<file path="config.mk">
export PLATFORM = sky130hd
export DESIGN_NAME = branchCondition
export DESIGN_NICKNAME = d
export VERILOG_FILES = /design/src/hdl/cpuIsaPkg.sv /design/src/hdl/branchCondition.sv
export SDC_FILE = /design/constraint.sdc
export NUM_CORES = 1
export LEC_CHECK = 0
export BUFFER_PORTS_ARGS = -buffer_cell sky130_fd_sc_hd__clkbuf_2
export CAP_MARGIN = 10
export CELL_PAD_IN_SITES_DETAIL_PLACEMENT = 0
export CELL_PAD_IN_SITES_GLOBAL_PLACEMENT = 1
export CORE_UTILIZATION = 10
export DETAILED_ROUTE_END_ITERATION = 8
export PLACE_DENSITY = 0.95
export SLEW_MARGIN = 20
export SYNTH_ARGS = -nofsm -noshare
export SYNTH_HDL_FRONTEND = slang
export SYNTH_SLANG_ARGS = --single-unit
</file>
<file path="constraint.sdc">
create_clock -name Clock -period 0.8 [get_ports Clock]
set_input_delay 0.2 -clock Clock [delete_from_list [all_inputs] [get_ports Clock]]
set_output_delay 0.2 -clock Clock [all_outputs]
set_load 0.05 [all_outputs]
</file>
<file path="src/hdl/cpuIsaPkg.sv">
package cpuIsaPkg;

	parameter int regCount = 16;
	parameter int regSelWidth = 4;
	parameter int opWidth = 5;
	parameter int immWidth = 19;
	parameter int condWidth = 2;

	// opcodes in bits 31..27, gaps left by the dropped mul/div/jal/mfhi/mflo
	parameter logic [opWidth-1:0] opLd = 5'b00000;
	parameter logic [opWidth-1:0] opLdi = 5'b00001;
	parameter logic [opWidth-1:0] opSt = 5'b00010;
	parameter logic [opWidth-1:0] opAdd = 5'b00011;
	parameter logic [opWidth-1:0] opSub = 5'b00100;
	parameter logic [opWidth-1:0] opShr = 5'b00101;
	parameter logic [opWidth-1:0] opShl = 5'b00110;
	parameter logic [opWidth-1:0] opRor = 5'b00111;
	parameter logic [opWidth-1:0] opRol = 5'b01000;
	parameter logic [opWidth-1:0] opAnd = 5'b01001;
	parameter logic [opWidth-1:0] opOr = 5'b01010;
	parameter logic [opWidth-1:0] opAddi = 5'b01011;
	parameter logic [opWidth-1:0] opAndi = 5'b01100;
	parameter logic [opWidth-1:0] opOri = 5'b01101;
	parameter logic [opWidth-1:0] opNeg = 5'b10000;
	parameter logic [opWidth-1:0] opNot = 5'b10001;
	parameter logic [opWidth-1:0] opBr = 5'b10010;
	parameter logic [opWidth-1:0] opJr = 5'b10011;
	parameter logic [opWidth-1:0] opIn = 5'b10101;
	parameter logic [opWidth-1:0] opOut = 5'b10110;
	parameter logic [opWidth-1:0] opNop = 5'b11001;
	parameter logic [opWidth-1:0] opHalt = 5'b11010;

	// branch conditions, taken from the low bits of c2
	parameter logic [condWidth-1:0] condZero = 2'b00;
	parameter logic [condWidth-1:0] condNonZero = 2'b01;
	parameter logic [condWidth-1:0] condPositive = 2'b10;
	parameter logic [condWidth-1:0] condNegative = 2'b11;

	typedef union packed {
		struct packed {
			logic [opWidth-1:0] opcode;
			logic [regSelWidth-1:0] ra;
			logic [regSelWidth-1:0] rb;
			logic [regSelWidth-1:0] rc;
			logic [14:0] spare;
		} rFormat;
		struct packed {
			logic [opWidth-1:0] opcode;
			logic [regSelWidth-1:0] ra;
			logic [regSelWidth-1:0] rb;
			logic [immWidth-1:0] immediate;
		} iFormat;
		struct packed {
			logic [opWidth-1:0] opcode;
			logic [regSelWidth-1:0] ra;
			logic [3:0] c2; // condition sits where rb would be
			logic [immWidth-1:0] offset;
		} bFormat;
	} instructionWord;

endpackage

</file>
<file path="src/hdl/branchCondition.sv">
`timescale 1ns/1ps

module branchCondition (
	input logic Clock,
	input logic Reset,
	input cpuIsaPkg::instructionWord instruction,
	input logic [31:0] busValue,
	input logic conIn,
	output logic conValue
);
	import cpuIsaPkg::*;

	logic isZero;
	logic condMet;

	assign isZero = (busValue == '0);

	always_comb begin
		case (instruction.bFormat.c2[condWidth-1:0])
			condZero: condMet = isZero;
			condNonZero: condMet = !isZero;
			condPositive: condMet = !busValue[31] && !isZero; // strictly above zero
			condNegative: condMet = busValue[31];
			default: condMet = 1'b0;
		endcase
	end

	always_ff @(posedge Clock or posedge Reset) begin
		if (Reset)
			conValue <= 1'b0;
		else if (conIn)
			conValue <= condMet;
	end

endmodule

</file>
==> reports/summary.md <==
* conValue — endpoint of the most critical register-to-register path
* 270 ps — Max stage delay on crit path
* finished with violations — run status
* 670 ps — Req. time, crit path
* 155.1 sq um — Mapped Area
* 0 — total inserted antenna cells
* -369.0 ps — setup ws final
* 2 — Pre-antenna DRT Iters
* 0 — Detail Route Antenna Nets
* 1366 sq um — area of the core region
* yes — setup repair after global routing missed its margin
* 68 — top-level port count
* 1040 ps — critical path data arrival time
* 1 — number of flip-flops in the largest register
* 8.166 sq um — post-synthesis area per instance
* 0 — endpoints failing hold
* 2 — count of routing violations after the opening detailed-route iteration
* register — type of destination of the critical path
* 208.1% — layout overhead on the synthesized area
* sky130_fd_sc_hd__nor4_1 (24%), sky130_fd_sc_hd__dfrtp_1 (16%), sky130_fd_sc_hd__nor4_2 (16%) — largest cells by area after synthesis
* -432.5 ps — worst slack at placement
* -369.0 ps — accumulated negative setup slack
* 0.2037 mV — worst voltage drop across the vdd grid
* 0.3498 — core occupancy in the finished layout
* clkbuf_2 -> nor4_4 -> nand4_1 -> o32ai_2 -> a31oi_1 — Cell Chain, Critical Path
* 1713 sq um — Die Footprint
* 0.2182 nW — Leakage
* 86 — post-synth net total
* 41.39 um — die outline height
* 0 — DRC violation count after routing
* in2async — Tightest Hold Check Type
* setup timing — failing checks
* 40 ps — flop2flop setup slack
* 1.461 — final cycle utilization of the critical path
* 322 — via count of the routed design
* 12 — number of distinct library cells after synthesis
* 19 — Mapped Cells
* 0.8566 — worst relative slew slack
* 4 — pin count of the biggest net entering global routing
* 0 — count of hold buffers inserted by post-cts repair
* input pin — crit start category
* 25.02 sq um — Storage cell area
* 0 ps — final setup skew
* 0.1136 — initial standard-cell utilization of the core
* 286 — vias in the first global route
* 0 ps — latest clock arrival within the worst-skew pair
* 0.6401 — Final Wtd Congestion
* 0.08782 — global router's overall resource usage
* 708 um — sum of routed wire length over all layers
* conValue — end point of the critical path
* 214.1 ps — Worst-Margin Slew
* 152 — number of filler cells placed in the layout
* 579.7 nW/um^2 — total power divided by cell area
* 0 — number of max-slew violations in the final report
* 855.4 MHz — Peak Freq
* 431.7 sq um — placed standard-cell area
* 9.440 um — average routed wire per standard cell
* 206.4 sq um — area used by multi-input combinational logic
* 41.39 um — floorplan die width
* 23.71 ps — Post-Route Hold Slack
* 4.293 — Vias/cell
* 1 — Setup Viol. Count Final
* 0.1613 — sequential element share of the synthesized area
* 0 — max-cap violations
* conValue — worst reg2reg path startpoint
* 1169 ps — final critical path time including I/O delays and setup
* 692 um — detailed placer's ending HPWL
* 0.8500 — layout cells sized above 1
* 129 — final net count
* in2reg — kind of critical path
* 1090 um — first-pass GRT wire length
* 1 — FF+latch count, synth
* 3 — count of cells along the worst register-to-register path
* 0 — number of antenna violations at the first check in global routing
* 13 — number of placement rows
* sky130_fd_sc_hd__nor4_1 — library cell with the largest summed area after synthesis
* 0.2419 — post-synth top area share
* sky130_fd_sc_hd__o32ai_2 — critical path's slowest cell
* 37 — number of port buffers
* busValue[12] — worst setup path start
* 2 — critical-path maximum fanout
* 478.0 sq um — finished layout cell area
* 0 — overflow left after global routing
* 0 ps — clock-pin transition on the worst setup and hold timing paths
* 0 — Warnings, synthesis
* conValue x1 — registers with the most flip-flops
* conValue — largest register by flop count
-- worst min path at each step --
stage,endpoint,slack [ps],cells after the start
finish,conValue,20,2
global route,conValue,40,2
CTS,conValue,20,2
detailed placement,conValue,20,2
global placement,conValue,20,2
floorplan,conValue,-70,1
-- kinds of logic (layout without fill, tap and decap cells) --
family          count (synthesis)  after routing  share of synthesized area
flops                           1              1                     0.1613
buf+inv                         1             42                    0.02417
xor+xnor                        1              1                    0.05646
simple gates                   13             13                     0.6129
compound gates                  3              3                     0.1452
-- what timing repair did --
action | 4_1_cts | 5_1_grt
setup endpoints to repair | 2 | 1
pin swaps | 5 | 3
resized for setup | 3 | 5
gates cloned | 0 | 0
buffers inserted | 0 | 0
-- cell usage after synthesis --
| master | number |
|---|---|
| sky130_fd_sc_hd__nor4_1 | 6 |
| sky130_fd_sc_hd__nand4_1 | 2 |
| sky130_fd_sc_hd__nor4_2 | 2 |
| sky130_fd_sc_hd__a31oi_1 | 1 |
| sky130_fd_sc_hd__and2b_2 | 1 |
| sky130_fd_sc_hd__dfrtp_1 | 1 |
| sky130_fd_sc_hd__inv_1 | 1 |
| sky130_fd_sc_hd__nand3_1 | 1 |
| sky130_fd_sc_hd__o211ai_1 | 1 |
| sky130_fd_sc_hd__o32ai_1 | 1 |
| sky130_fd_sc_hd__or2_0 | 1 |
| sky130_fd_sc_hd__xnor2_1 | 1 |
-- layer usage --
metal / vias to the layer above / global-route usage / wire length (um)
li1: 166 / - / -
met1: 150 / 0.1066 / 248
met3: 0 / 0 / 21
met4: 0 / 0 / 0
met2: 6 / 0.1797 / 438
met5: - / 0 / 0
-- worst max-delay path, delay by kind of cell --
family | cells | cell delay (ps)
and+or+nand+nor | 2 | 410
AOI/OAI and AO/OA | 2 | 330
buffers and inverters | 1 | 100
-- where the power goes --
group | total, mW | internal, mW | switching, mW
Sequential | 0.0609 | 0.0577 | 0.00319
Clock | 0 | 0 | 0
Combinational | 0.216 | 0.118 | 0.0987
-- cell usage in the layout (no fill, tap or decap), drive strengths merged --
master	count
or2	1
a31oi	1
o211ai	1
dfrtp	1
o32ai	1
and2b	1
inv	1
nor4	8
clkbuf	36
nand3	1
nand4	2
buf	5
xnor2	1
-- through the flow --
stage / instances / total power [mW]
finish: 75 / 0.2771
global route: 75 / 0.2970
CTS: 75 / 0.2639
detailed placement: 75 / 0.2534
global placement: 75 / 0.2487
floorplan: 19 / 0.1145
-- area by class of cell --
class | count | area share
Inverter | 1 | 0.007853
Multi-Input combinational cell | 17 | 0.4319
Tap cell | 15 | 0.03927
Timing Repair Buffer | 41 | 0.4686
Sequential cell | 1 | 0.05236
Power figures use the tool's default switching activity.
