File: src/hdl/cpuIsaPkg.sv
package cpuIsaPkg;

	parameter int regCount = 16;
	parameter int regSelWidth = 4;
	parameter int opWidth = 5;
	parameter int immWidth = 19;
	parameter int condWidth = 2;

	// opcodes in bits 31..27, gaps left by the dropped mul/div/jal/mfhi/mflo
	parameter logic [opWidth-1:0] opLd = 5'b00000;
	parameter logic [opWidth-1:0] opLdi = 5'b00001;
	parameter logic [opWidth-1:0] opSt = 5'b00010;
	parameter logic [opWidth-1:0] opAdd = 5'b00011;
	parameter logic [opWidth-1:0] opSub = 5'b00100;
	parameter logic [opWidth-1:0] opShr = 5'b00101;
	parameter logic [opWidth-1:0] opShl = 5'b00110;
	parameter logic [opWidth-1:0] opRor = 5'b00111;
	parameter logic [opWidth-1:0] opRol = 5'b01000;
	parameter logic [opWidth-1:0] opAnd = 5'b01001;
	parameter logic [opWidth-1:0] opOr = 5'b01010;
	parameter logic [opWidth-1:0] opAddi = 5'b01011;
	parameter logic [opWidth-1:0] opAndi = 5'b01100;
	parameter logic [opWidth-1:0] opOri = 5'b01101;
	parameter logic [opWidth-1:0] opNeg = 5'b10000;
	parameter logic [opWidth-1:0] opNot = 5'b10001;
	parameter logic [opWidth-1:0] opBr = 5'b10010;
	parameter logic [opWidth-1:0] opJr = 5'b10011;
	parameter logic [opWidth-1:0] opIn = 5'b10101;
	parameter logic [opWidth-1:0] opOut = 5'b10110;
	parameter logic [opWidth-1:0] opNop = 5'b11001;
	parameter logic [opWidth-1:0] opHalt = 5'b11010;

	// branch conditions, taken from the low bits of c2
	parameter logic [condWidth-1:0] condZero = 2'b00;
	parameter logic [condWidth-1:0] condNonZero = 2'b01;
	parameter logic [condWidth-1:0] condPositive = 2'b10;
	parameter logic [condWidth-1:0] condNegative = 2'b11;

	typedef union packed {
		struct packed {
			logic [opWidth-1:0] opcode;
			logic [regSelWidth-1:0] ra;
			logic [regSelWidth-1:0] rb;
			logic [regSelWidth-1:0] rc;
			logic [14:0] spare;
		} rFormat;
		struct packed {
			logic [opWidth-1:0] opcode;
			logic [regSelWidth-1:0] ra;
			logic [regSelWidth-1:0] rb;
			logic [immWidth-1:0] immediate;
		} iFormat;
		struct packed {
			logic [opWidth-1:0] opcode;
			logic [regSelWidth-1:0] ra;
			logic [3:0] c2; // condition sits where rb would be
			logic [immWidth-1:0] offset;
		} bFormat;
	} instructionWord;

endpackage

File: src/hdl/cpuCtrlPkg.sv
package cpuCtrlPkg;

	parameter int busSrcWidth = 4;
	parameter int aluOpWidth = 4;
	parameter int stateWidth = 6;
	parameter int stateCount = 20;

	// bus mux sources
	parameter logic [busSrcWidth-1:0] busNone = 4'd0;
	parameter logic [busSrcWidth-1:0] busReg = 4'd1;
	parameter logic [busSrcWidth-1:0] busPc = 4'd2;
	parameter logic [busSrcWidth-1:0] busZ = 4'd3;
	parameter logic [busSrcWidth-1:0] busMdr = 4'd4;
	parameter logic [busSrcWidth-1:0] busInPort = 4'd5;
	parameter logic [busSrcWidth-1:0] busImm = 4'd6;

	parameter logic [aluOpWidth-1:0] aluAdd = 4'd0;
	parameter logic [aluOpWidth-1:0] aluSub = 4'd1;
	parameter logic [aluOpWidth-1:0] aluAnd = 4'd2;
	parameter logic [aluOpWidth-1:0] aluOr = 4'd3;
	parameter logic [aluOpWidth-1:0] aluShr = 4'd4;
	parameter logic [aluOpWidth-1:0] aluShl = 4'd5;
	parameter logic [aluOpWidth-1:0] aluRor = 4'd6;
	parameter logic [aluOpWidth-1:0] aluRol = 4'd7;
	parameter logic [aluOpWidth-1:0] aluNeg = 4'd8;
	parameter logic [aluOpWidth-1:0] aluNot = 4'd9;
	parameter logic [aluOpWidth-1:0] aluIncPc = 4'd10;
	parameter logic [aluOpWidth-1:0] aluPass = 4'd11; // idle value

	// control states, numbered after the execute step they stand for
	parameter logic [stateWidth-1:0] resetState = 6'd0;
	parameter logic [stateWidth-1:0] fetch0 = 6'd1;
	parameter logic [stateWidth-1:0] fetch1 = 6'd2;
	parameter logic [stateWidth-1:0] fetch2 = 6'd3;
	parameter logic [stateWidth-1:0] exec3 = 6'd4;
	parameter logic [stateWidth-1:0] exec4 = 6'd5;
	parameter logic [stateWidth-1:0] exec5 = 6'd6;
	parameter logic [stateWidth-1:0] addr5 = 6'd7;
	parameter logic [stateWidth-1:0] ld6 = 6'd8;
	parameter logic [stateWidth-1:0] ld7 = 6'd9;
	parameter logic [stateWidth-1:0] st6 = 6'd10;
	parameter logic [stateWidth-1:0] st7 = 6'd11;
	parameter logic [stateWidth-1:0] br3 = 6'd12;
	parameter logic [stateWidth-1:0] br4 = 6'd13;
	parameter logic [stateWidth-1:0] br5 = 6'd14;
	parameter logic [stateWidth-1:0] br6 = 6'd15;
	parameter logic [stateWidth-1:0] jr3 = 6'd16;
	parameter logic [stateWidth-1:0] in3 = 6'd17;
	parameter logic [stateWidth-1:0] out3 = 6'd18;
	parameter logic [stateWidth-1:0] haltState = 6'd19;

endpackage

File: src/hdl/busDatapath.sv
`timescale 1ns/1ps

module busDatapath #(
	parameter int addrWidth = 10
) (
	input logic Clock,
	input logic Reset,
	input logic [cpuCtrlPkg::busSrcWidth-1:0] busSrc,
	input logic pcIn, irIn, yIn, zIn, outIn,
	input logic [31:0] regValue,
	input logic [31:0] mdrValue,
	input logic [31:0] aluResult,
	input logic [31:0] InPort,
	output logic [31:0] busValue,
	output logic [31:0] yValue,
	output cpuIsaPkg::instructionWord instruction,
	output logic [31:0] OutPort,
	output logic outStrobe
);
	import cpuIsaPkg::*;
	import cpuCtrlPkg::*;

	logic [addrWidth-1:0] pc;
	instructionWord ir;
	logic [31:0] z;
	logic [31:0] immValue;

	// same bits serve as immediate and branch offset
	assign immValue = {{(32 - immWidth){ir.iFormat.immediate[immWidth-1]}}, ir.iFormat.immediate};

	// word being fetched shows through in fetch2 so dispatch needs no extra cycle
	assign instruction = irIn ? mdrValue : ir;

	always_ff @(posedge Clock or posedge Reset) begin
		if (Reset) begin
			pc <= '0;
			ir <= '0;
			OutPort <= '0;
			outStrobe <= 1'b0;
		end else begin
			if (pcIn)
				pc <= busValue[addrWidth-1:0];
			if (irIn)
				ir <= busValue;
			if (outIn)
				OutPort <= busValue;
			outStrobe <= outIn; // pulse follows the OutPort load
		end
	end

	always_ff @(posedge Clock) begin
		if (yIn)
			yValue <= busValue;
		if (zIn)
			z <= aluResult;
	end

	always_comb begin
		case (busSrc)
			busNone: busValue = '0;
			busReg: busValue = regValue;
			busPc: busValue = {{(32 - addrWidth){1'b0}}, pc};
			busZ: busValue = z;
			busMdr: busValue = mdrValue;
			busInPort: busValue = InPort;
			busImm: busValue = immValue;
			default: busValue = '0;
		endcase
	end

	pcInRange: assert property (@(posedge Clock) disable iff (Reset)
		pcIn |-> (busValue[31:addrWidth] == '0));

endmodule

File: config.mk
export PLATFORM = sky130hd
export DESIGN_NAME = busDatapath
export DESIGN_NICKNAME = d
export VERILOG_FILES = /design/src/hdl/cpuIsaPkg.sv /design/src/hdl/cpuCtrlPkg.sv /design/src/hdl/busDatapath.sv
export SDC_FILE = /design/constraint.sdc
export NUM_CORES = 1
export LEC_CHECK = 0
export BUFFER_PORTS_ARGS = -buffer_cell sky130_fd_sc_hd__buf_2
export CELL_PAD_IN_SITES_DETAIL_PLACEMENT = 1
export CELL_PAD_IN_SITES_GLOBAL_PLACEMENT = 2
export CORE_AREA = 2 2 150 152
export DETAILED_ROUTE_END_ITERATION = 10
export DIE_AREA = 0 0 152 154
export PLACE_DENSITY = 0.92
export SLEW_MARGIN = 20
export SYNTH_ARGS = -nofsm -noshare
export SYNTH_HDL_FRONTEND = slang
export SYNTH_SLANG_ARGS = --single-unit
File: constraint.sdc
create_clock -name Clock -period 4.3 [get_ports Clock]
set_clock_uncertainty 0.2 [all_clocks]
set_input_delay 0.215 -clock Clock [delete_from_list [all_inputs] [get_ports Clock]]
set_output_delay 0.215 -clock Clock [all_outputs]
set_load 0.1 [all_outputs]
==> impl_metrics.ini <==
[status]
status = finished clean

[clock_network]
cts_resized = 0
clock_latency_ns = 0.42
clk_pin_slew_ns = 0.07
post_cts_buffers = 0
cts_root_buf = clkbuf_16
cts_sinks = 139
clock_path_buffers = 2
cts_max_level = 4
cts_hold_buf = 37
cts_buffers = 17
cts_tree = built

[floorplanning]
coreArea_sq_um = 21700
initial_core_util = 0.319
dieArea_sq_um = 23400
io_pins = 268
dieWidth_um = 152
row_count = 54
die_h_um = 154

[logic_synthesis]
ys.flop_type = dfrtp_1
synth_top_cell_area_share = 0.278
yosysUniqueCellTypes = 47
synth.largest_area_cell = edfxtp_1
yosys_warnings = 0
seq_area_frac_synth = 0.550
ys_ff_latch = 139
synth_edf_count = 64
synthesis.area_sq_um = 6910
synthTopCellsByArea = edfxtp_1, dfrtp_1, a21oi_1, mux2_2, nor2_1
syn_nets = 740
ys_async_sr_fraction = 0.540
avgSynthCellArea_sq_um = 11.5
postSynthCellCount = 601

[power]
pwr-share-clk = 0.341
p_switching_mw = 1.76
p_sw_frac = 0.398
pwr-share-comb = 0.304
power_density_nw_per_um2 = 474
power_frac_seq = 0.355
p_int_mw = 2.67
ir_drop_uv = 237
leakagePower_nw = 4.37

[finish]
layout_common_cells = buf_2, nor2_1, a21oi_1
nNetsFinal = 1020
final_util = 0.431
final_common_cell = buf_2
area_growth_pct = 35.2
drive_above_1_share = 0.418

[route]
first_iter_violations = 262
wl_per_cell_um = 19.9
vias_per_cell = 4.95
routed_wl_mm = 23.5
dr.pass1.iters = 4
drc = 0
vias = 5830
ant_nets = 0

[worst_setup_path]
worst_ep_required_time_ns = 3.88
reg2regPathDepth = 4
arrival_ns = 2.59
cp_max_fo = 38
critical_path_class = primary input to primary output
cp-end-kind = primary output
ff2ff_setup_slack_ns = 2.65
startpoint_type = primary input

[placement]
port_buffers = 267
place_hpwl_mm = 16.6
gp_congestion = 0.774

[sta]
slew_violations = 0
hold_viol_final = 0
fmax_mhz = 332
slew_headroom = 0.383
period_minus_slack_ns = 3.01
tightestPinTransition_ns = 0.925
fin_crit_sh = 0.700
setup_viol = 0
rsz0062_at_grt = no
finalSetupTns_ns = 0

[global_routing]
grt_usage = 0.202
antenna_found_initial = 4
grt_pass1_vias = 6295
overflow = 0
grt_max_degree = 67
grt_first_pass_wirelength_mm = 36.7

[flow_run]
max_cap_violations = 0

[hold_path]
hold_path_depth = 2
min_path_type = primary input to flop
state kept, by name, indices dropped and copies added, names as in the netlist:
register	count
OutPort	32
ir	32
yValue	32
z	32
pc	10
outStrobe	1
cell families after synthesis:
| kind of cell | share of synthesized area |
|---|---|
| and+or+nand+nor | 0.151 |
| buffers and inverters | 0.0603 |
| muxes | 0.0971 |
| AOI/OAI and AO/OA | 0.142 |
| DFF | 0.550 |
worst max-delay path, cell delays in order:
cell	delay (ns)
buf_2	0.57
nor2b_1	0.73
a22oi_1	0.20
o221a_2	0.35
inv_1	0.08
buf_2	0.42
final timing paths:
path	start	endpoint
min reg2reg	ir[19]	ir[19]
max reg2reg	ir[18]	yValue[30]
min in group asynchronous	Reset	outStrobe
max	busSrc[1]	busValue[2]
min	pcIn	pc[2]
max in group asynchronous	Reset	ir[8]
cell type report:
type | count | area (sq um)
flip-flops and latches | 139 | 3800
multi-input cells | 379 | 2690
repair buffers | 312 | 1770
clock buffers | 18 | 439
clock inverters | 14 | 160
inverters | 32 | 121
diodes | 4 | 10.0
well taps | 280 | 350
fillers | 2463 | 12300
layer usage:
metal	vias to the layer above	wire length (um)	global-route usage
met5	-	13	0
met4	2	287	0.0645
met3	20	1180	0.0431
met2	192	11100	0.327
met1	2888	10800	0.270
li1	2728	-	-
metrics by stage:
step           instances  total power, mW  hold slack (ns)  setup WS [ns]  instance area [sq um]
2_1_floorplan        601             2.65           0.0464           1.98                   6910
3_3_place_gp        1105             2.90            0.157           1.38                   8360
3_5_place_dp        1105             2.92            0.171           1.29                   8360
4_1_cts             1174             4.48          0.00628           1.29                   9330
5_1_grt             1176             4.59           0.0371           1.18                   9340
6_report            1178             4.43           0.0214           1.29                   9340
power by group through the flow:
| stage | Sequential, mW | Clock, mW | Combinational, mW |
|---|---|---|---|
| after floorplan | 1.97 | 0 | 0.679 |
| after global placement | 1.60 | 0 | 1.31 |
| after detailed placement | 1.60 | 0 | 1.32 |
| after CTS | 1.57 | 1.55 | 1.35 |
| after global routing | 1.59 | 1.60 | 1.40 |
| final | 1.57 | 1.51 | 1.35 |
Yosys cell counts (all sizes together) (6+ instances only):
master    n
nor2     94
a21oi    88
dfrtp    75
edfxtp   64
buf      32
inv      32
mux2     32
mux2i    31
nand3b   22
clkbuf   19
a22o     14
nand2    11
nand4b   11
nand4bb  10
o22ai     8
a211oi    7
a22oi     7
nor3      7
a221oi    6
Power figures use the tool's default switching activity.
