## config.mk

```make
export PLATFORM = sky130hd
export DESIGN_NAME = aluUnit
export DESIGN_NICKNAME = d
export VERILOG_FILES = /design/src/hdl/cpuCtrlPkg.sv /design/src/hdl/aluUnit.sv
export SDC_FILE = /design/constraint.sdc
export NUM_CORES = 1
export LEC_CHECK = 0
export ABC_AREA = 1
export BUFFER_PORTS_ARGS = -buffer_cell sky130_fd_sc_hd__clkbuf_2
export CORE_ASPECT_RATIO = 0.6
export CORE_MARGIN = 3
export CORE_UTILIZATION = 60
export DETAILED_ROUTE_END_ITERATION = 12
export PLACE_DENSITY = 0.8
export SLEW_MARGIN = 5
export SYNTH_ARGS = -nofsm -noshare
export SYNTH_HDL_FRONTEND = slang
export SYNTH_SLANG_ARGS = --single-unit
```

## constraint.sdc

```tcl
create_clock -name vclk -period 2.6
set_clock_uncertainty 0.1 [all_clocks]
set_input_delay 0.13 -clock vclk [all_inputs]
set_output_delay 0.13 -clock vclk [all_outputs]
set_load 0.05 [all_outputs]
```

## src/hdl/cpuCtrlPkg.sv

```systemverilog
package cpuCtrlPkg;

	parameter int busSrcWidth = 4;
	parameter int aluOpWidth = 4;
	parameter int stateWidth = 6;
	parameter int stateCount = 20;

	// bus mux sources
	parameter logic [busSrcWidth-1:0] busNone = 4'd0;
	parameter logic [busSrcWidth-1:0] busReg = 4'd1;
	parameter logic [busSrcWidth-1:0] busPc = 4'd2;
	parameter logic [busSrcWidth-1:0] busZ = 4'd3;
	parameter logic [busSrcWidth-1:0] busMdr = 4'd4;
	parameter logic [busSrcWidth-1:0] busInPort = 4'd5;
	parameter logic [busSrcWidth-1:0] busImm = 4'd6;

	parameter logic [aluOpWidth-1:0] aluAdd = 4'd0;
	parameter logic [aluOpWidth-1:0] aluSub = 4'd1;
	parameter logic [aluOpWidth-1:0] aluAnd = 4'd2;
	parameter logic [aluOpWidth-1:0] aluOr = 4'd3;
	parameter logic [aluOpWidth-1:0] aluShr = 4'd4;
	parameter logic [aluOpWidth-1:0] aluShl = 4'd5;
	parameter logic [aluOpWidth-1:0] aluRor = 4'd6;
	parameter logic [aluOpWidth-1:0] aluRol = 4'd7;
	parameter logic [aluOpWidth-1:0] aluNeg = 4'd8;
	parameter logic [aluOpWidth-1:0] aluNot = 4'd9;
	parameter logic [aluOpWidth-1:0] aluIncPc = 4'd10;
	parameter logic [aluOpWidth-1:0] aluPass = 4'd11; // idle value

	// control states, numbered after the execute step they stand for
	parameter logic [stateWidth-1:0] resetState = 6'd0;
	parameter logic [stateWidth-1:0] fetch0 = 6'd1;
	parameter logic [stateWidth-1:0] fetch1 = 6'd2;
	parameter logic [stateWidth-1:0] fetch2 = 6'd3;
	parameter logic [stateWidth-1:0] exec3 = 6'd4;
	parameter logic [stateWidth-1:0] exec4 = 6'd5;
	parameter logic [stateWidth-1:0] exec5 = 6'd6;
	parameter logic [stateWidth-1:0] addr5 = 6'd7;
	parameter logic [stateWidth-1:0] ld6 = 6'd8;
	parameter logic [stateWidth-1:0] ld7 = 6'd9;
	parameter logic [stateWidth-1:0] st6 = 6'd10;
	parameter logic [stateWidth-1:0] st7 = 6'd11;
	parameter logic [stateWidth-1:0] br3 = 6'd12;
	parameter logic [stateWidth-1:0] br4 = 6'd13;
	parameter logic [stateWidth-1:0] br5 = 6'd14;
	parameter logic [stateWidth-1:0] br6 = 6'd15;
	parameter logic [stateWidth-1:0] jr3 = 6'd16;
	parameter logic [stateWidth-1:0] in3 = 6'd17;
	parameter logic [stateWidth-1:0] out3 = 6'd18;
	parameter logic [stateWidth-1:0] haltState = 6'd19;

endpackage

```

## src/hdl/aluUnit.sv

```systemverilog
`timescale 1ns/1ps

module aluUnit (
	input logic [31:0] yValue,
	input logic [31:0] busValue,
	input logic [cpuCtrlPkg::aluOpWidth-1:0] aluOp,
	output logic [31:0] result
);
	import cpuCtrlPkg::*;

	logic [4:0] shiftCount;
	logic [63:0] rotLeft;
	logic [63:0] rotRight;

	assign shiftCount = busValue[4:0];

	// doubled word, so a plain shift leaves the rotate in one half
	assign rotLeft = {yValue, yValue} << shiftCount;
	assign rotRight = {yValue, yValue} >> shiftCount;

	always_comb begin
		case (aluOp)
			aluAdd: result = yValue + busValue;
			aluSub: result = yValue - busValue;
			aluAnd: result = yValue & busValue;
			aluOr: result = yValue | busValue;
			aluShr: result = yValue >> shiftCount; // logical
			aluShl: result = yValue << shiftCount;
			aluRor: result = rotRight[31:0];
			aluRol: result = rotLeft[63:32];
			aluNeg: result = 32'd0 - yValue;
			aluNot: result = ~yValue;
			aluIncPc: result = busValue + 32'd1;
			aluPass: result = busValue;
			default: result = busValue;
		endcase
	end

endmodule

```

==> metrics.yaml, run 1 <==
die:
  io_pins: 100
  start_util_pct: 62.3
  die_w_um: 194
  row_count: 40
  fp.dieH_um: 119
grt:
  grt_remaining_overflow: 438
  grt_use_total_pct: 87.1
  grt_pass1_vias: 26000
  grt_pass1_wl_mm: 159
  grt_max_degree: 74
placement:
  io_buffers: 100
  placed_cells: 3172
  placed_area_sq_um: 15400
  routabilityCongestion: 1.34
  dp.final_hpwl_mm: 54.7
synth:
  netlist_area_sq_um: 12700
  yosysSeqAreaShare_pct: 0
  syn_nets: 2854
  yosysUniqueCellTypes: 45
  synth.avg_cell_area_sq_um: 4.79
  ys_warn_count: 0
  synth_cells: 2656
run_status:
  status: "stopped before the end"
  error_line: "[ERROR GRT-0116] Global routing finished with congestion. Check the congestion regions in the DRC Viewer."
  stop_stage: "global routing (5_1_grt)"
[per-stage QoR]
stage | worst slack [ps] | util [%] | hold WS (ps)
after CTS | -226 | 86.3 | 651
after global placement | -630 | 75.2 | 610
after detailed placement | -689 | 75.2 | 623
after floorplan | -0.757 | - | 392
[layer usage]
metal  GRT overflow  GRT usage [%]
met1             37           84.9
met2            220           96.9
met3             27           82.1
met4            145           86.5
met5              9           60.3
[repair_timing]
item                                    4_1_cts
setup buffers                                42
hold buffers                                  0
endpoints found under the setup margin       29
gates resized for setup                     462
gates cloned                                  4
pin swaps                                   238
[logic make-up after synthesis]
kind of cell,Yosys count,share of synthesized area (%)
buffers and inverters,406,13.1
XOR/XNOR,8,0.551
adder cells (fa/ha/maj),130,12.9
AND/OR/NAND/NOR,1912,64.8
AO/OA/AOI/OAI,200,8.62
[cells in the mapped netlist, types with 5 or more instances]
master	number	area [sq um]
nand2_1	986	3700
nand3_1	556	2780
inv_1	274	1030
nor2_1	248	931
ha_1	128	1600
o21ai_0	82	410
a21oi_1	76	380
nand4_1	60	375
buf_2	45	225
clkbuf_1	22	82.6
inv_2	17	63.8
clkinv_1	16	60.1
nor3_1	16	80.1
buf_1	15	56.3
buf_4	10	75.1
nor2_2	10	62.6
o21ai_1	10	50.1
o21bai_1	8	60.1
buf_6	6	67.6
nor2_4	6	67.6
nor4_1	6	37.5
xor2_1	6	52.6
and2_1	5	31.3
nand2_2	5	31.3
or2_2	5	31.3
==> run 2, diff against run 1 <==
Settings changed: CORE_ASPECT_RATIO 0.6 to default, CORE_UTILIZATION 60 to 40, PLACE_DENSITY 0.8 to default, PLACE_DENSITY_LB_ADDON from default to 0.15.
==> metrics.yaml, run 2 <==
setup_path:
  cp_max_fo: 5
  critPathLaunchType: "primary input"
  worst_ep_required_time_ps: 2370
  endpoint_kind: "output pin"
  path_class: "in -> out"
  critPathArrivalTime_ps: 2810
finish:
  nNetsFinal: 3299
  num-clock-buffers: 0
  area_delta_synth_final_pct: 50.8
  seq_area_sq_um: 0
  instances_no_fill: 3497
  final_cell_mix: "nand2_1 (850), nand3_1 (521), buf_4 (385)"
  final_util_pct: 61.9
  nFlopsAndLatches: 0
  layout_commonest_cell: "nand2_1"
  drive_gt1_share_pct: 30.6
grt:
  antenna_found_initial: 4
  grt_remaining_overflow: 0
  grt_use_total_pct: 46.3
  grt_pass1_vias: 19600
  grt_pass1_wl_mm: 119
  grt_max_degree: 74
timing:
  setup-violations-final: 30
  tightest_slew_ps: 656
  rsz0062_at_grt: "yes"
  fmax_ghz: 0.329
  fin_crit_sh_pct: 117
  layout_setup_ws_ps: -439
  fin_setup_tns_ps: -7980
  min_period_ps: 3040
  hold_viol: 0
  drv_slew: 0
  max-slew-margin-rel_pct: 56.2
die:
  io_pins: 100  # unchanged
  die_w_um: 184  # -5.0%
  coreArea_sq_um: 31000
  start_util_pct: 41.0  # -21 points
  die_area_sq_um: 34000
  fp.dieH_um: 184  # +55%
  row_count: 64  # +60%
min_path:
  hold_class: "in -> out"
  whs_path_depth: 4
  min_to: "result[11]"
  hp-start: "busValue[11]"
synth:
  synthTopCellsByCount: "nand2_1 (986), nand3_1 (556), inv_1 (274)"
  synthSimpleGateAreaFrac_pct: 64.8  # unchanged
  synth_cells: 2656  # unchanged
  ys_warn_count: 0  # unchanged
  synth_top_area_share_pct: 29.1  # unchanged
  yosysUniqueCellTypes: 45  # unchanged
  netlist_area_sq_um: 12700  # unchanged
  synth.area.top_cells: "nand2_1 (29%), nand3_1 (22%), ha_1 (13%), inv_1 (8.1%), nor2_1 (7.3%)"
  yosysTopAreaCell: "nand2_1"
  synth_mux_area_share_pct: 0  # unchanged
  synth_fa_ha_area_share_pct: 12.9  # unchanged
  synth_top_family_by_area: "simple AND/OR/NAND/NOR gates"
  synth_xor_area_share_pct: 0.551  # unchanged
  yosysMostFrequentCell: "nand2_1"
  syn_nets: 2854  # unchanged
  yosysSeqAreaShare_pct: 0  # unchanged
  synth-compound-area-share_pct: 8.62  # unchanged
  synth.avg_cell_area_sq_um: 4.79  # unchanged
placement:
  dp.final_hpwl_mm: 66.7  # +22%
  routabilityCongestion: 1.16  # -13%
  io_buffers: 100  # unchanged
  place_ws_ps: -643  # +46.1 ps
  placed_cells: 3456  # +9.0%
detailed_routing:
  first_pass_iters: 7
  vias: 21900
  drcViolationCount: 0
  drt-initial-drc-count: 3462
  routedWlPerCell_um: 24.8
  via_per_inst: 6.25
  drtAntennaViolNets: 0
  drt-total-wl_mm: 86.7
clock_network:
  cts_hold_buffers: 0  # unchanged
run_status:
  status: "finished with violations"
  violations: "negative setup slack"
flow_run:
  drv_cap: 0
run 2: cell counts after synthesis:
No cell type changed its count.
run 2: logic make-up after synthesis:
family          count (synthesis)
fa+ha+maj                     130
xor+xnor                        8
buf+inv                       406
simple gates                 1912
compound gates                200
run 2: area by class of cell:
| class | instances | area [sq um] |
|---|---|---|
| antenna | 2 | 5.00 |
| fill | 2941 | 11800 |
| timing repair buffer | 541 | 4630 |
| tap | 396 | 495 |
| multi-input combinational | 2250 | 12900 |
| inverter | 308 | 1180 |
run 2: layer usage:
layer  wire, um  up-vias  global-route usage [%]
met2      34700     1812                    69.4
met5         19        -                       0
met3      13300      458                    15.5
li1           -     9531                       -
met4       6830        4                    22.4
met1      31900    10000                    59.7
run 2: metrics by stage:
stage	hold WS, ps	area, sq um
after floorplan	392	12700
after global placement	660	16700
after detailed placement	664	16700
after CTS	645	17400
after global routing	690	19200
final	684	19200
run 2: timing repair:
item,in CTS,in global routing
pin swaps,53,182
resized for setup,153,405
buffers inserted,11,27
endpoints found under the setup margin,30,31
gates cloned,2,1
run 2: worst max-delay path by stage:
| stage | end | slack, ps | startpoint | cells after the start |
|---|---|---|---|---|
| finish | result[19] | -440 | aluOp[0] | 21 |
| global route | result[23] | -530 | aluOp[0] | 24 |
| CTS | result[20] | -380 | aluOp[2] | 20 |
| detailed placement | result[25] | -640 | aluOp[2] | 19 |
| global placement | result[25] | -610 | aluOp[2] | 19 |
| floorplan | result[14] | -0.8 | aluOp[0] | 17 |
run 2: critical path, stage by stage:
cell and delay [ps]:
buf_8 100, inv_4 50, nand2_4 50, nor2_4 130
buf_12 150, buf_12 150, nor2_2 60, ha_4 290
nand2_2 90, buf_6 130, nor2_4 110, nand4_1 180
nand3_4 200, nand2_2 80, nand2_1 80, nand2_1 80
nand3_2 120, nand2_1 70, nor2_1 110, nand4_1 200
buf_12 220
==> run 3, diff against run 2 <==
Settings changed: CELL_PAD_IN_SITES_DETAIL_PLACEMENT from default to 1, CELL_PAD_IN_SITES_GLOBAL_PLACEMENT from default to 1.
==> metrics.yaml, run 3 <==
clock_network:
  cts_hold_buffers: 0  # unchanged
placement:
  placed_area_sq_um: 16900  # +1.2%
  routabilityCongestion: 1.15  # -1.3%
  dp.final_hpwl_mm: 75.8  # +14%
  place_ws_ps: -1020  # -373 ps
  io_buffers: 100  # unchanged
run_status:
  stop_stage: "global routing (5_1_grt)"
  status: "stopped before the end"
  error_line: "[ERROR GRT-0116] Global routing finished with congestion. Check the congestion regions in the DRC Viewer."
synth:
  yosysMostFrequentCell: "nand2_1"
  synth.area.top_cells: "nand2_1 (29%), nand3_1 (22%), ha_1 (13%), inv_1 (8.1%), nor2_1 (7.3%)"
  synth_top_area_share_pct: 29.1  # unchanged
  synthTopCellsByCount: "nand2_1 (986), nand3_1 (556), inv_1 (274)"
  yosysUniqueCellTypes: 45  # unchanged
  netlist_area_sq_um: 12700  # unchanged
  yosysSeqAreaShare_pct: 0  # unchanged
  syn_nets: 2854  # unchanged
  synth.avg_cell_area_sq_um: 4.79  # unchanged
  ys_warn_count: 0  # unchanged
  synth_cells: 2656  # unchanged
  yosysTopAreaCell: "nand2_1"
die:
  row_count: 64  # unchanged
  die_w_um: 184  # unchanged
  io_pins: 100  # unchanged
  fp.dieH_um: 184  # unchanged
  start_util_pct: 41.0  # unchanged
grt:
  grt_remaining_overflow: 56
  grt_pass1_wl_mm: 189
  grt_use_total_pct: 73.6
  grt_max_degree: 74
  grt_pass1_vias: 28800
-- run 3: cell counts after synthesis --
Identical to the previous run, type by type.
-- run 3: logic make-up after synthesis --
| family | count (synthesis) | synth area share (%) |
|---|---|---|
| compound gates | 200 | 8.62 |
| fa+ha+maj | 130 | 12.9 |
| buf+inv | 406 | 13.1 |
| simple gates | 1912 | 64.8 |
| xor+xnor | 8 | 0.551 |
-- run 3: timing repair --
item                                    4_1_cts
hold endpoints to repair                      0
pin swaps                                   150
endpoints found under the setup margin       31
gates resized for setup                     396
cloned                                        2
setup buffers                                59
-- run 3: per-stage QoR --
step | hold slack (ps) | instances | utilization [%]
floorplan | 392 | 2656 | -
global placement | 606 | 3465 | 54.6
detailed placement | 626 | 3465 | 54.6
CTS | 649 | 3524 | 61.2
-- run 3: per-layer routing --
metal | overflow | track usage [%]
met5 | 0 | 26.0
met4 | 26 | 70.3
met3 | 1 | 59.6
met2 | 28 | 90.5
met1 | 1 | 73.9
