<file path="src/hdl/cpuIsaPkg.sv">
package cpuIsaPkg;

	parameter int regCount = 16;
	parameter int regSelWidth = 4;
	parameter int opWidth = 5;
	parameter int immWidth = 19;
	parameter int condWidth = 2;

	// opcodes in bits 31..27, gaps left by the dropped mul/div/jal/mfhi/mflo
	parameter logic [opWidth-1:0] opLd = 5'b00000;
	parameter logic [opWidth-1:0] opLdi = 5'b00001;
	parameter logic [opWidth-1:0] opSt = 5'b00010;
	parameter logic [opWidth-1:0] opAdd = 5'b00011;
	parameter logic [opWidth-1:0] opSub = 5'b00100;
	parameter logic [opWidth-1:0] opShr = 5'b00101;
	parameter logic [opWidth-1:0] opShl = 5'b00110;
	parameter logic [opWidth-1:0] opRor = 5'b00111;
	parameter logic [opWidth-1:0] opRol = 5'b01000;
	parameter logic [opWidth-1:0] opAnd = 5'b01001;
	parameter logic [opWidth-1:0] opOr = 5'b01010;
	parameter logic [opWidth-1:0] opAddi = 5'b01011;
	parameter logic [opWidth-1:0] opAndi = 5'b01100;
	parameter logic [opWidth-1:0] opOri = 5'b01101;
	parameter logic [opWidth-1:0] opNeg = 5'b10000;
	parameter logic [opWidth-1:0] opNot = 5'b10001;
	parameter logic [opWidth-1:0] opBr = 5'b10010;
	parameter logic [opWidth-1:0] opJr = 5'b10011;
	parameter logic [opWidth-1:0] opIn = 5'b10101;
	parameter logic [opWidth-1:0] opOut = 5'b10110;
	parameter logic [opWidth-1:0] opNop = 5'b11001;
	parameter logic [opWidth-1:0] opHalt = 5'b11010;

	// branch conditions, taken from the low bits of c2
	parameter logic [condWidth-1:0] condZero = 2'b00;
	parameter logic [condWidth-1:0] condNonZero = 2'b01;
	parameter logic [condWidth-1:0] condPositive = 2'b10;
	parameter logic [condWidth-1:0] condNegative = 2'b11;

	typedef union packed {
		struct packed {
			logic [opWidth-1:0] opcode;
			logic [regSelWidth-1:0] ra;
			logic [regSelWidth-1:0] rb;
			logic [regSelWidth-1:0] rc;
			logic [14:0] spare;
		} rFormat;
		struct packed {
			logic [opWidth-1:0] opcode;
			logic [regSelWidth-1:0] ra;
			logic [regSelWidth-1:0] rb;
			logic [immWidth-1:0] immediate;
		} iFormat;
		struct packed {
			logic [opWidth-1:0] opcode;
			logic [regSelWidth-1:0] ra;
			logic [3:0] c2; // condition sits where rb would be
			logic [immWidth-1:0] offset;
		} bFormat;
	} instructionWord;

endpackage

</file>
<file path="src/hdl/cpuCtrlPkg.sv">
package cpuCtrlPkg;

	parameter int busSrcWidth = 4;
	parameter int aluOpWidth = 4;
	parameter int stateWidth = 6;
	parameter int stateCount = 20;

	// bus mux sources
	parameter logic [busSrcWidth-1:0] busNone = 4'd0;
	parameter logic [busSrcWidth-1:0] busReg = 4'd1;
	parameter logic [busSrcWidth-1:0] busPc = 4'd2;
	parameter logic [busSrcWidth-1:0] busZ = 4'd3;
	parameter logic [busSrcWidth-1:0] busMdr = 4'd4;
	parameter logic [busSrcWidth-1:0] busInPort = 4'd5;
	parameter logic [busSrcWidth-1:0] busImm = 4'd6;

	parameter logic [aluOpWidth-1:0] aluAdd = 4'd0;
	parameter logic [aluOpWidth-1:0] aluSub = 4'd1;
	parameter logic [aluOpWidth-1:0] aluAnd = 4'd2;
	parameter logic [aluOpWidth-1:0] aluOr = 4'd3;
	parameter logic [aluOpWidth-1:0] aluShr = 4'd4;
	parameter logic [aluOpWidth-1:0] aluShl = 4'd5;
	parameter logic [aluOpWidth-1:0] aluRor = 4'd6;
	parameter logic [aluOpWidth-1:0] aluRol = 4'd7;
	parameter logic [aluOpWidth-1:0] aluNeg = 4'd8;
	parameter logic [aluOpWidth-1:0] aluNot = 4'd9;
	parameter logic [aluOpWidth-1:0] aluIncPc = 4'd10;
	parameter logic [aluOpWidth-1:0] aluPass = 4'd11; // idle value

	// control states, numbered after the execute step they stand for
	parameter logic [stateWidth-1:0] resetState = 6'd0;
	parameter logic [stateWidth-1:0] fetch0 = 6'd1;
	parameter logic [stateWidth-1:0] fetch1 = 6'd2;
	parameter logic [stateWidth-1:0] fetch2 = 6'd3;
	parameter logic [stateWidth-1:0] exec3 = 6'd4;
	parameter logic [stateWidth-1:0] exec4 = 6'd5;
	parameter logic [stateWidth-1:0] exec5 = 6'd6;
	parameter logic [stateWidth-1:0] addr5 = 6'd7;
	parameter logic [stateWidth-1:0] ld6 = 6'd8;
	parameter logic [stateWidth-1:0] ld7 = 6'd9;
	parameter logic [stateWidth-1:0] st6 = 6'd10;
	parameter logic [stateWidth-1:0] st7 = 6'd11;
	parameter logic [stateWidth-1:0] br3 = 6'd12;
	parameter logic [stateWidth-1:0] br4 = 6'd13;
	parameter logic [stateWidth-1:0] br5 = 6'd14;
	parameter logic [stateWidth-1:0] br6 = 6'd15;
	parameter logic [stateWidth-1:0] jr3 = 6'd16;
	parameter logic [stateWidth-1:0] in3 = 6'd17;
	parameter logic [stateWidth-1:0] out3 = 6'd18;
	parameter logic [stateWidth-1:0] haltState = 6'd19;

endpackage

</file>
<file path="src/hdl/controlUnit.sv">
`timescale 1ns/1ps

module controlUnit (
	input logic Clock,
	input logic Reset,
	input logic Stop,
	input cpuIsaPkg::instructionWord instruction,
	input logic conValue,
	output logic gra, grb, grc,
	output logic rIn, rOut, baOut,
	output logic pcIn, irIn, yIn, zIn,
	output logic marIn, mdrIn, memRead, memWrite,
	output logic conIn, outIn,
	output logic Run,
	output logic [cpuCtrlPkg::busSrcWidth-1:0] busSrc,
	output logic [cpuCtrlPkg::aluOpWidth-1:0] aluOp
);
	import cpuIsaPkg::*;
	import cpuCtrlPkg::*;

	logic [stateWidth-1:0] state;
	logic [stateWidth-1:0] nextState;
	logic [opWidth-1:0] opcode;
	logic baseForm; // ld, ldi, st read rb through baOut
	logic immForm;
	logic unaryForm;
	logic [aluOpWidth-1:0] execAluOp;

	assign opcode = instruction.rFormat.opcode;
	assign baseForm = (opcode == opLd) || (opcode == opLdi) || (opcode == opSt);
	assign immForm = baseForm || (opcode == opAddi) || (opcode == opAndi) || (opcode == opOri);
	assign unaryForm = (opcode == opNeg) || (opcode == opNot);

	always_comb begin
		case (opcode)
			opSub: execAluOp = aluSub;
			opAnd, opAndi: execAluOp = aluAnd;
			opOr, opOri: execAluOp = aluOr;
			opShr: execAluOp = aluShr;
			opShl: execAluOp = aluShl;
			opRor: execAluOp = aluRor;
			opRol: execAluOp = aluRol;
			opNeg: execAluOp = aluNeg;
			opNot: execAluOp = aluNot;
			default: execAluOp = aluAdd; // add, addi and address forms
		endcase
	end

	always_ff @(posedge Clock or posedge Reset) begin
		if (Reset)
			state <= resetState;
		else
			state <= nextState;
	end

	always_comb begin
		case (state)
			resetState: nextState = fetch0;
			fetch0: nextState = Stop ? haltState : fetch1; // stop only at a boundary
			fetch1: nextState = fetch2;
			fetch2: begin
				case (opcode)
					opAdd, opSub, opAnd, opOr, opShr, opShl, opRor, opRol,
					opNeg, opNot, opAddi, opAndi, opOri, opLd, opLdi, opSt:
						nextState = exec3;
					opBr: nextState = br3;
					opJr: nextState = jr3;
					opIn: nextState = in3;
					opOut: nextState = out3;
					opNop: nextState = fetch0;
					opHalt: nextState = haltState;
					default: nextState = fetch0; // unknown codes act as nop
				endcase
			end
			exec3: nextState = exec4;
			exec4: nextState = (opcode == opLd || opcode == opSt) ? addr5 : exec5;
			addr5: nextState = (opcode == opLd) ? ld6 : st6;
			ld6: nextState = ld7;
			st6: nextState = st7;
			br3: nextState = br4;
			br4: nextState = br5;
			br5: nextState = br6;
			haltState: nextState = haltState;
			default: nextState = fetch0;
		endcase
	end

	// one set of strobes per state
	always_comb begin
		{gra, grb, grc, rIn, rOut, baOut} = '0;
		{pcIn, irIn, yIn, zIn, marIn, mdrIn} = '0;
		{memRead, memWrite, conIn, outIn} = '0;
		busSrc = busNone;
		aluOp = aluPass;
		Run = (state != haltState);
		case (state)
			fetch0: begin
				busSrc = busPc;
				marIn = 1'b1;
				aluOp = aluIncPc;
				zIn = 1'b1;
			end
			fetch1: begin
				busSrc = busZ;
				pcIn = 1'b1;
				memRead = 1'b1;
				mdrIn = 1'b1;
			end
			fetch2: begin
				busSrc = busMdr;
				irIn = 1'b1;
			end
			exec3: begin
				busSrc = busReg;
				grb = 1'b1;
				baOut = baseForm;
				rOut = !baseForm;
				yIn = 1'b1;
			end
			exec4: begin
				aluOp = execAluOp;
				zIn = 1'b1;
				if (immForm) begin
					busSrc = busImm;
				end else if (!unaryForm) begin
					busSrc = busReg;
					grc = 1'b1;
					rOut = 1'b1;
				end
			end
			exec5, ld7, in3: begin
				gra = 1'b1;
				rIn = 1'b1;
				busSrc = (state == exec5) ? busZ : (state == ld7) ? busMdr : busInPort;
			end
			addr5: begin
				busSrc = busZ;
				marIn = 1'b1;
			end
			ld6: begin
				memRead = 1'b1;
				mdrIn = 1'b1;
			end
			st6, br3, jr3, out3: begin
				busSrc = busReg;
				gra = 1'b1;
				rOut = 1'b1;
				mdrIn = (state == st6);
				conIn = (state == br3);
				pcIn = (state == jr3);
				outIn = (state == out3);
			end
			st7: memWrite = 1'b1;
			br4: begin
				busSrc = busPc;
				yIn = 1'b1;
			end
			br5: begin
				busSrc = busImm;
				aluOp = aluAdd;
				zIn = 1'b1;
			end
			br6: begin
				busSrc = busZ;
				pcIn = conValue; // taken only when CON was set in br3
			end
			default: ;
		endcase
	end

	memExclusive: assert property (@(posedge Clock) disable iff (Reset)
		!(memRead && memWrite));
	regDirection: assert property (@(posedge Clock) disable iff (Reset)
		!(rIn && rOut));
	legalState: assert property (@(posedge Clock) disable iff (Reset)
		state < stateCount);

endmodule

</file>
<file path="config.mk">
export PLATFORM = sky130hd
export DESIGN_NAME = controlUnit
export DESIGN_NICKNAME = d
export VERILOG_FILES = /design/src/hdl/cpuIsaPkg.sv /design/src/hdl/cpuCtrlPkg.sv /design/src/hdl/controlUnit.sv
export SDC_FILE = /design/constraint.sdc
export NUM_CORES = 1
export LEC_CHECK = 0
export ABC_CLOCK_PERIOD_IN_PS = 3300
export BUFFER_PORTS_ARGS = -buffer_cell sky130_fd_sc_hd__buf_2
export CORE_MARGIN = 5
export CORE_UTILIZATION = 45
export DETAILED_ROUTE_END_ITERATION = 6
export GPL_ROUTABILITY_DRIVEN = 1
export PLACE_DENSITY_LB_ADDON = 0.12
export SETUP_SLACK_MARGIN = 0.05
export SLEW_MARGIN = 10
export SYNTH_ARGS = -nofsm -noshare
export SYNTH_HDL_FRONTEND = slang
export SYNTH_SLANG_ARGS = --single-unit
</file>
<file path="constraint.sdc">
create_clock -name Clock -period 3.3 [get_ports Clock]
set_clock_uncertainty 0.15 [all_clocks]
set_input_delay 0.66 -clock Clock [delete_from_list [all_inputs] [get_ports Clock]]
set_output_delay 0.66 -clock Clock [all_outputs]
set_load 0.01 [all_outputs]
</file>
==> impl_metrics.py <==
metrics = {
    "grt": {
        "grt_start_max_net_pins": 27,
        "first_pass_grt_wire_length_mm": 5.796,
        "global_route.usage.total_pct": 20.18,
        "grt_overflow": 0,
        "via_count_of_the_first_global_routing_pass": 1358,
        "number_of_antenna_violations_at_the_first_check_in_global_routing": 0,
    },
    "critical_path": {
        "setup.worst_path.start_class": "input port",
        "worstPathCellList": "buf_2 -> inv_1 -> buf_4 -> ha_1 -> nor3_2 -> o32ai_2 -> nor3_1 -> or4_1 -> buf_2",
        "critical_path_class": "in2out",
        "crit_path_max_incr_delay_ns": 0.52,
        "critPathMaxFanout": 5,
        "worst_setup_path_startpoint": "instruction[27]",
        "worst_r2r_path_depth": 5,
        "reg2reg_from": "state[4]$_DFF_PP0_",
        "cp_data_required_time_ns": 2.49,
        "crit_end": "rOut",
        "critPathBufInv": 4,
        "setup.reg_to_reg.worst_slack_ns": 1.06,
        "cp.arrival_ns": 2.28,
        "r2r_end": "state[0]$_DFF_PP0_",
        "timing.critical_path.depth": 9,
        "worst_path_max_delay_cell": "or4_1",
        "worst_path_dominant_cell_family": "simple AND/OR/NAND/NOR gates",
        "critical-path-top-cell-by-count": "buf_2",
        "critPathCaptureType": "output pin",
    },
    "route": {
        "wirelength_mm": 3.552,
        "drc_violation_count_after_routing": 0,
        "drt_pre_antenna_iters": 4,
        "via_per_inst": 6.065,
        "avgRoutedWirePerCell_um": 15.38,
        "route.antenna.remaining_nets": 0,
        "drtIter0Drc": 127,
        "vias": 1401,
    },
    "clocking": {
        "tritoncts_clock_tree": "built",
        "tritoncts.num_buffers": 3,
        "post_cts_hold_buffer_count": 0,
        "clk_root_buffer_cell": "clkbuf_4",
        "cts-root-to-sink-buffers": 2,
        "ctsHtreeMaxLevel": 1,
        "clk_pin_slew_worst_paths_ns": 0.04,
        "clock-sinks": 5,
        "clock_insertion_delay_worst_skew_ns": 0.23,
    },
    "timing": {
        "setup_repair_after_global_routing_missed_its_margin": "no",
        "highest_clock_rate_mhz": 323.2,
        "post-route-period-util_pct": 93.76,
        "hold_viol_final": 0,
        "min_period_ns": 3.094,
        "tightest_slew_ns": 0.6343,
        "final-max-slew-violation-count": 0,
        "slew_headroom_pct": 56.62,
        "fin_tns_setup_ns": 0,
        "setup_viol_count_final": 0,
    },
    "floorplanning": {
        "placeableCoreArea_mm2": 0.002455,
        "floorplan.rows": 18,
        "die_w_um": 60.33,
        "initial_core_util_pct": 46.43,
        "io_pins": 61,
        "die_area_mm2": 0.003640,
        "die_h_um": 60.33,
    },
    "yosys": {
        "synth_top_flop_cell": "dfrtp_1",
        "post-synth-top-count-cell": "nand2_1",
        "synth.ff_latch_count": 5,
        "synthesis.instances": 169,
        "netlist.area_leader.share_pct": 10.98,
        "ys_types": 51,
        "post_synthesis_cell_type_with_the_largest_combined_area": "dfrtp_1",
        "syn_area_mm2": 0.001140,
        "synth.top_cells.by_area": "dfrtp_1 (11%), ha_1 (7.7%), nand2b_1 (6.6%), a21oi_1 (5.7%), nor3_1 (5.3%)",
        "synth.top_cells.by_count": "nand2_1 (16), a21oi_1 (13), nand2b_1 (12), nor3_1 (12), nor2_1 (11)",
        "synth_enable_flop_cells": 0,
        "yosysWarningCount": 0,
        "synth-seq-area-share_pct": 10.98,
        "mappedNetlistNets": 212,
        "postSynth.asyncResetShare_pct": 100.0,
        "syn_avg_cell_area_um2": 6.745,
    },
    "pwr": {
        "ir_worst_vdd_mv": 0.5654,
        "total_switching_power_w": 0.0005957,
        "p_per_area_mw_per_mm2": 762.6,
        "post-layout-total-power_w": 0.001074,
        "pwr-share-clk_pct": 6.3,
        "cell_internal_power_dissipation_w": 0.0004787,
        "power.switching_fraction_pct": 55.44,
        "power.sequential.fraction_pct": 12.0,
        "power_frac_comb_pct": 81.8,
        "static-leakage-power_nw": 0.6411,
    },
    "final_layout": {
        "diodes": 0,
        "largestRegisters": "state: 5 flops",
        "seqCellArea_um2": 125.1,
        "fin_nets": 245,
        "multi_input_area_um2": 935.9,
        "share_of_final_layout_standard_cells_stronger_than_drive_strength_1_pct": 27.36,
        "filler_cell_count": 256,
        "largest_reg_flops": 5,
        "flow.area_growth_from_synthesis_pct": 23.60,
        "largest-register": "state",
    },
    "status": {
        "outcome": "finished clean",
    },
    "place": {
        "routabilityCongestion": 0.8147,
        "detailed_place_hpwl_mm": 2.638,
        "numPortBuffers": 32,
    },
    "min_path": {
        "worst_hold_path_type": "in2async",
    },
    "job": {
        "max_cap_violations": 0,
    },
}
## metal layers
layer  global-route usage (%)  vias to the layer above  share of wire [%]
met5                        0                        -                  0
met4                    8.861                        0                1.0
met3                    2.553                        4                8.9
met2                    32.10                       69                 48
met1                    27.27                      654                 42
li1                         -                      674                  -
## final cells by class
type	count	area share, %
flip-flops and latches	5	8.881
multi-input cells	140	66.43
well taps	30	2.664
inverters	7	1.865
repair buffers	45	18.29
clock buffers	4	1.865
## power groups by stage
| stage | sequential (W) | combinational (W) | clock, W |
|---|---|---|---|
| floorplan | 0.000106 | 0.000614 | 0 |
| detailed placement | 0.000127 | 0.000865 | 0 |
| global route | 0.000131 | 0.000968 | 0.0000801 |
| finish | 0.000128 | 0.000879 | 0.0000672 |
| CTS | 0.000126 | 0.000868 | 0.0000715 |
| global placement | 0.000126 | 0.000846 | 0 |
## kinds of logic (layout without fill, tap and decap cells)
kind of cell,count (synthesis),after routing,share of synthesized area (%)
AO/OA/AOI/OAI,46,46,27.99
XOR/XNOR,6,6,4.610
adder cells (fa/ha/maj),7,7,7.684
buffers and inverters,24,56,9.111
flip-flops,5,5,10.98
multiplexers,1,1,0.8782
other,1,1,0.3290
AND/OR/NAND/NOR,79,79,38.42
## cell usage in the layout, fill, tap and decap left out, drive strengths merged, types with 3 or more instances in the layout
master,netlist,final
buf,10,45
nand2,16,16
a21oi,13,13
nor3,13,13
nand2b,12,12
nor2,11,11
inv,7,7
ha,7,7
o21ai,6,6
xor2,5,5
dfrtp,5,5
nor4,4,4
nor2b,4,4
or3,4,4
o32ai,4,4
clkbuf,7,4
nand3,3,3
a31oi,3,3
a211oi,3,3
nor3b,3,3
## per-stage QoR
| step | instances | hold WS, ns | cell area [µm²] | setup slack, ns | util, % |
|---|---|---|---|---|---|
| 6_report | 231 | 0.1556 | 1409 | 0.2058 | 57.39 |
| 5_1_grt | 231 | 0.1520 | 1409 | 0.08116 | 57.39 |
| 4_1_cts | 231 | 0.1513 | 1384 | 0.1227 | 56.37 |
| 3_5_place_dp | 227 | 0.4071 | 1358 | 0.1309 | 55.30 |
| 3_3_place_gp | 227 | 0.4022 | 1358 | 0.1641 | 55.30 |
| 2_1_floorplan | 169 | 0.2885 | 1140 | 0.3304 | - |
## how the worst min path moves through the flow
stage / startpoint / endpoint / slack (ns) / cells past startpoint
2_1_floorplan: Reset / state[0]$_DFF_PP0_ / 0.29 / 1
3_3_place_gp: Reset / state[3]$_DFF_PP0_ / 0.40 / 2
3_5_place_dp: Reset / state[3]$_DFF_PP0_ / 0.41 / 2
4_1_cts: Reset / state[4]$_DFF_PP0_ / 0.15 / 2
5_1_grt: Reset / state[4]$_DFF_PP0_ / 0.15 / 2
6_report: Reset / state[4]$_DFF_PP0_ / 0.16 / 2
## repair_timing
item | in CTS | in global routing
hold endpoints to repair | 0 | 0
setup buffers | 0 | 0
setup endpoints to repair | 0 | 1
gates resized for setup | 0 | 4
No activity file was read; power rests on OpenSTA's default activity.
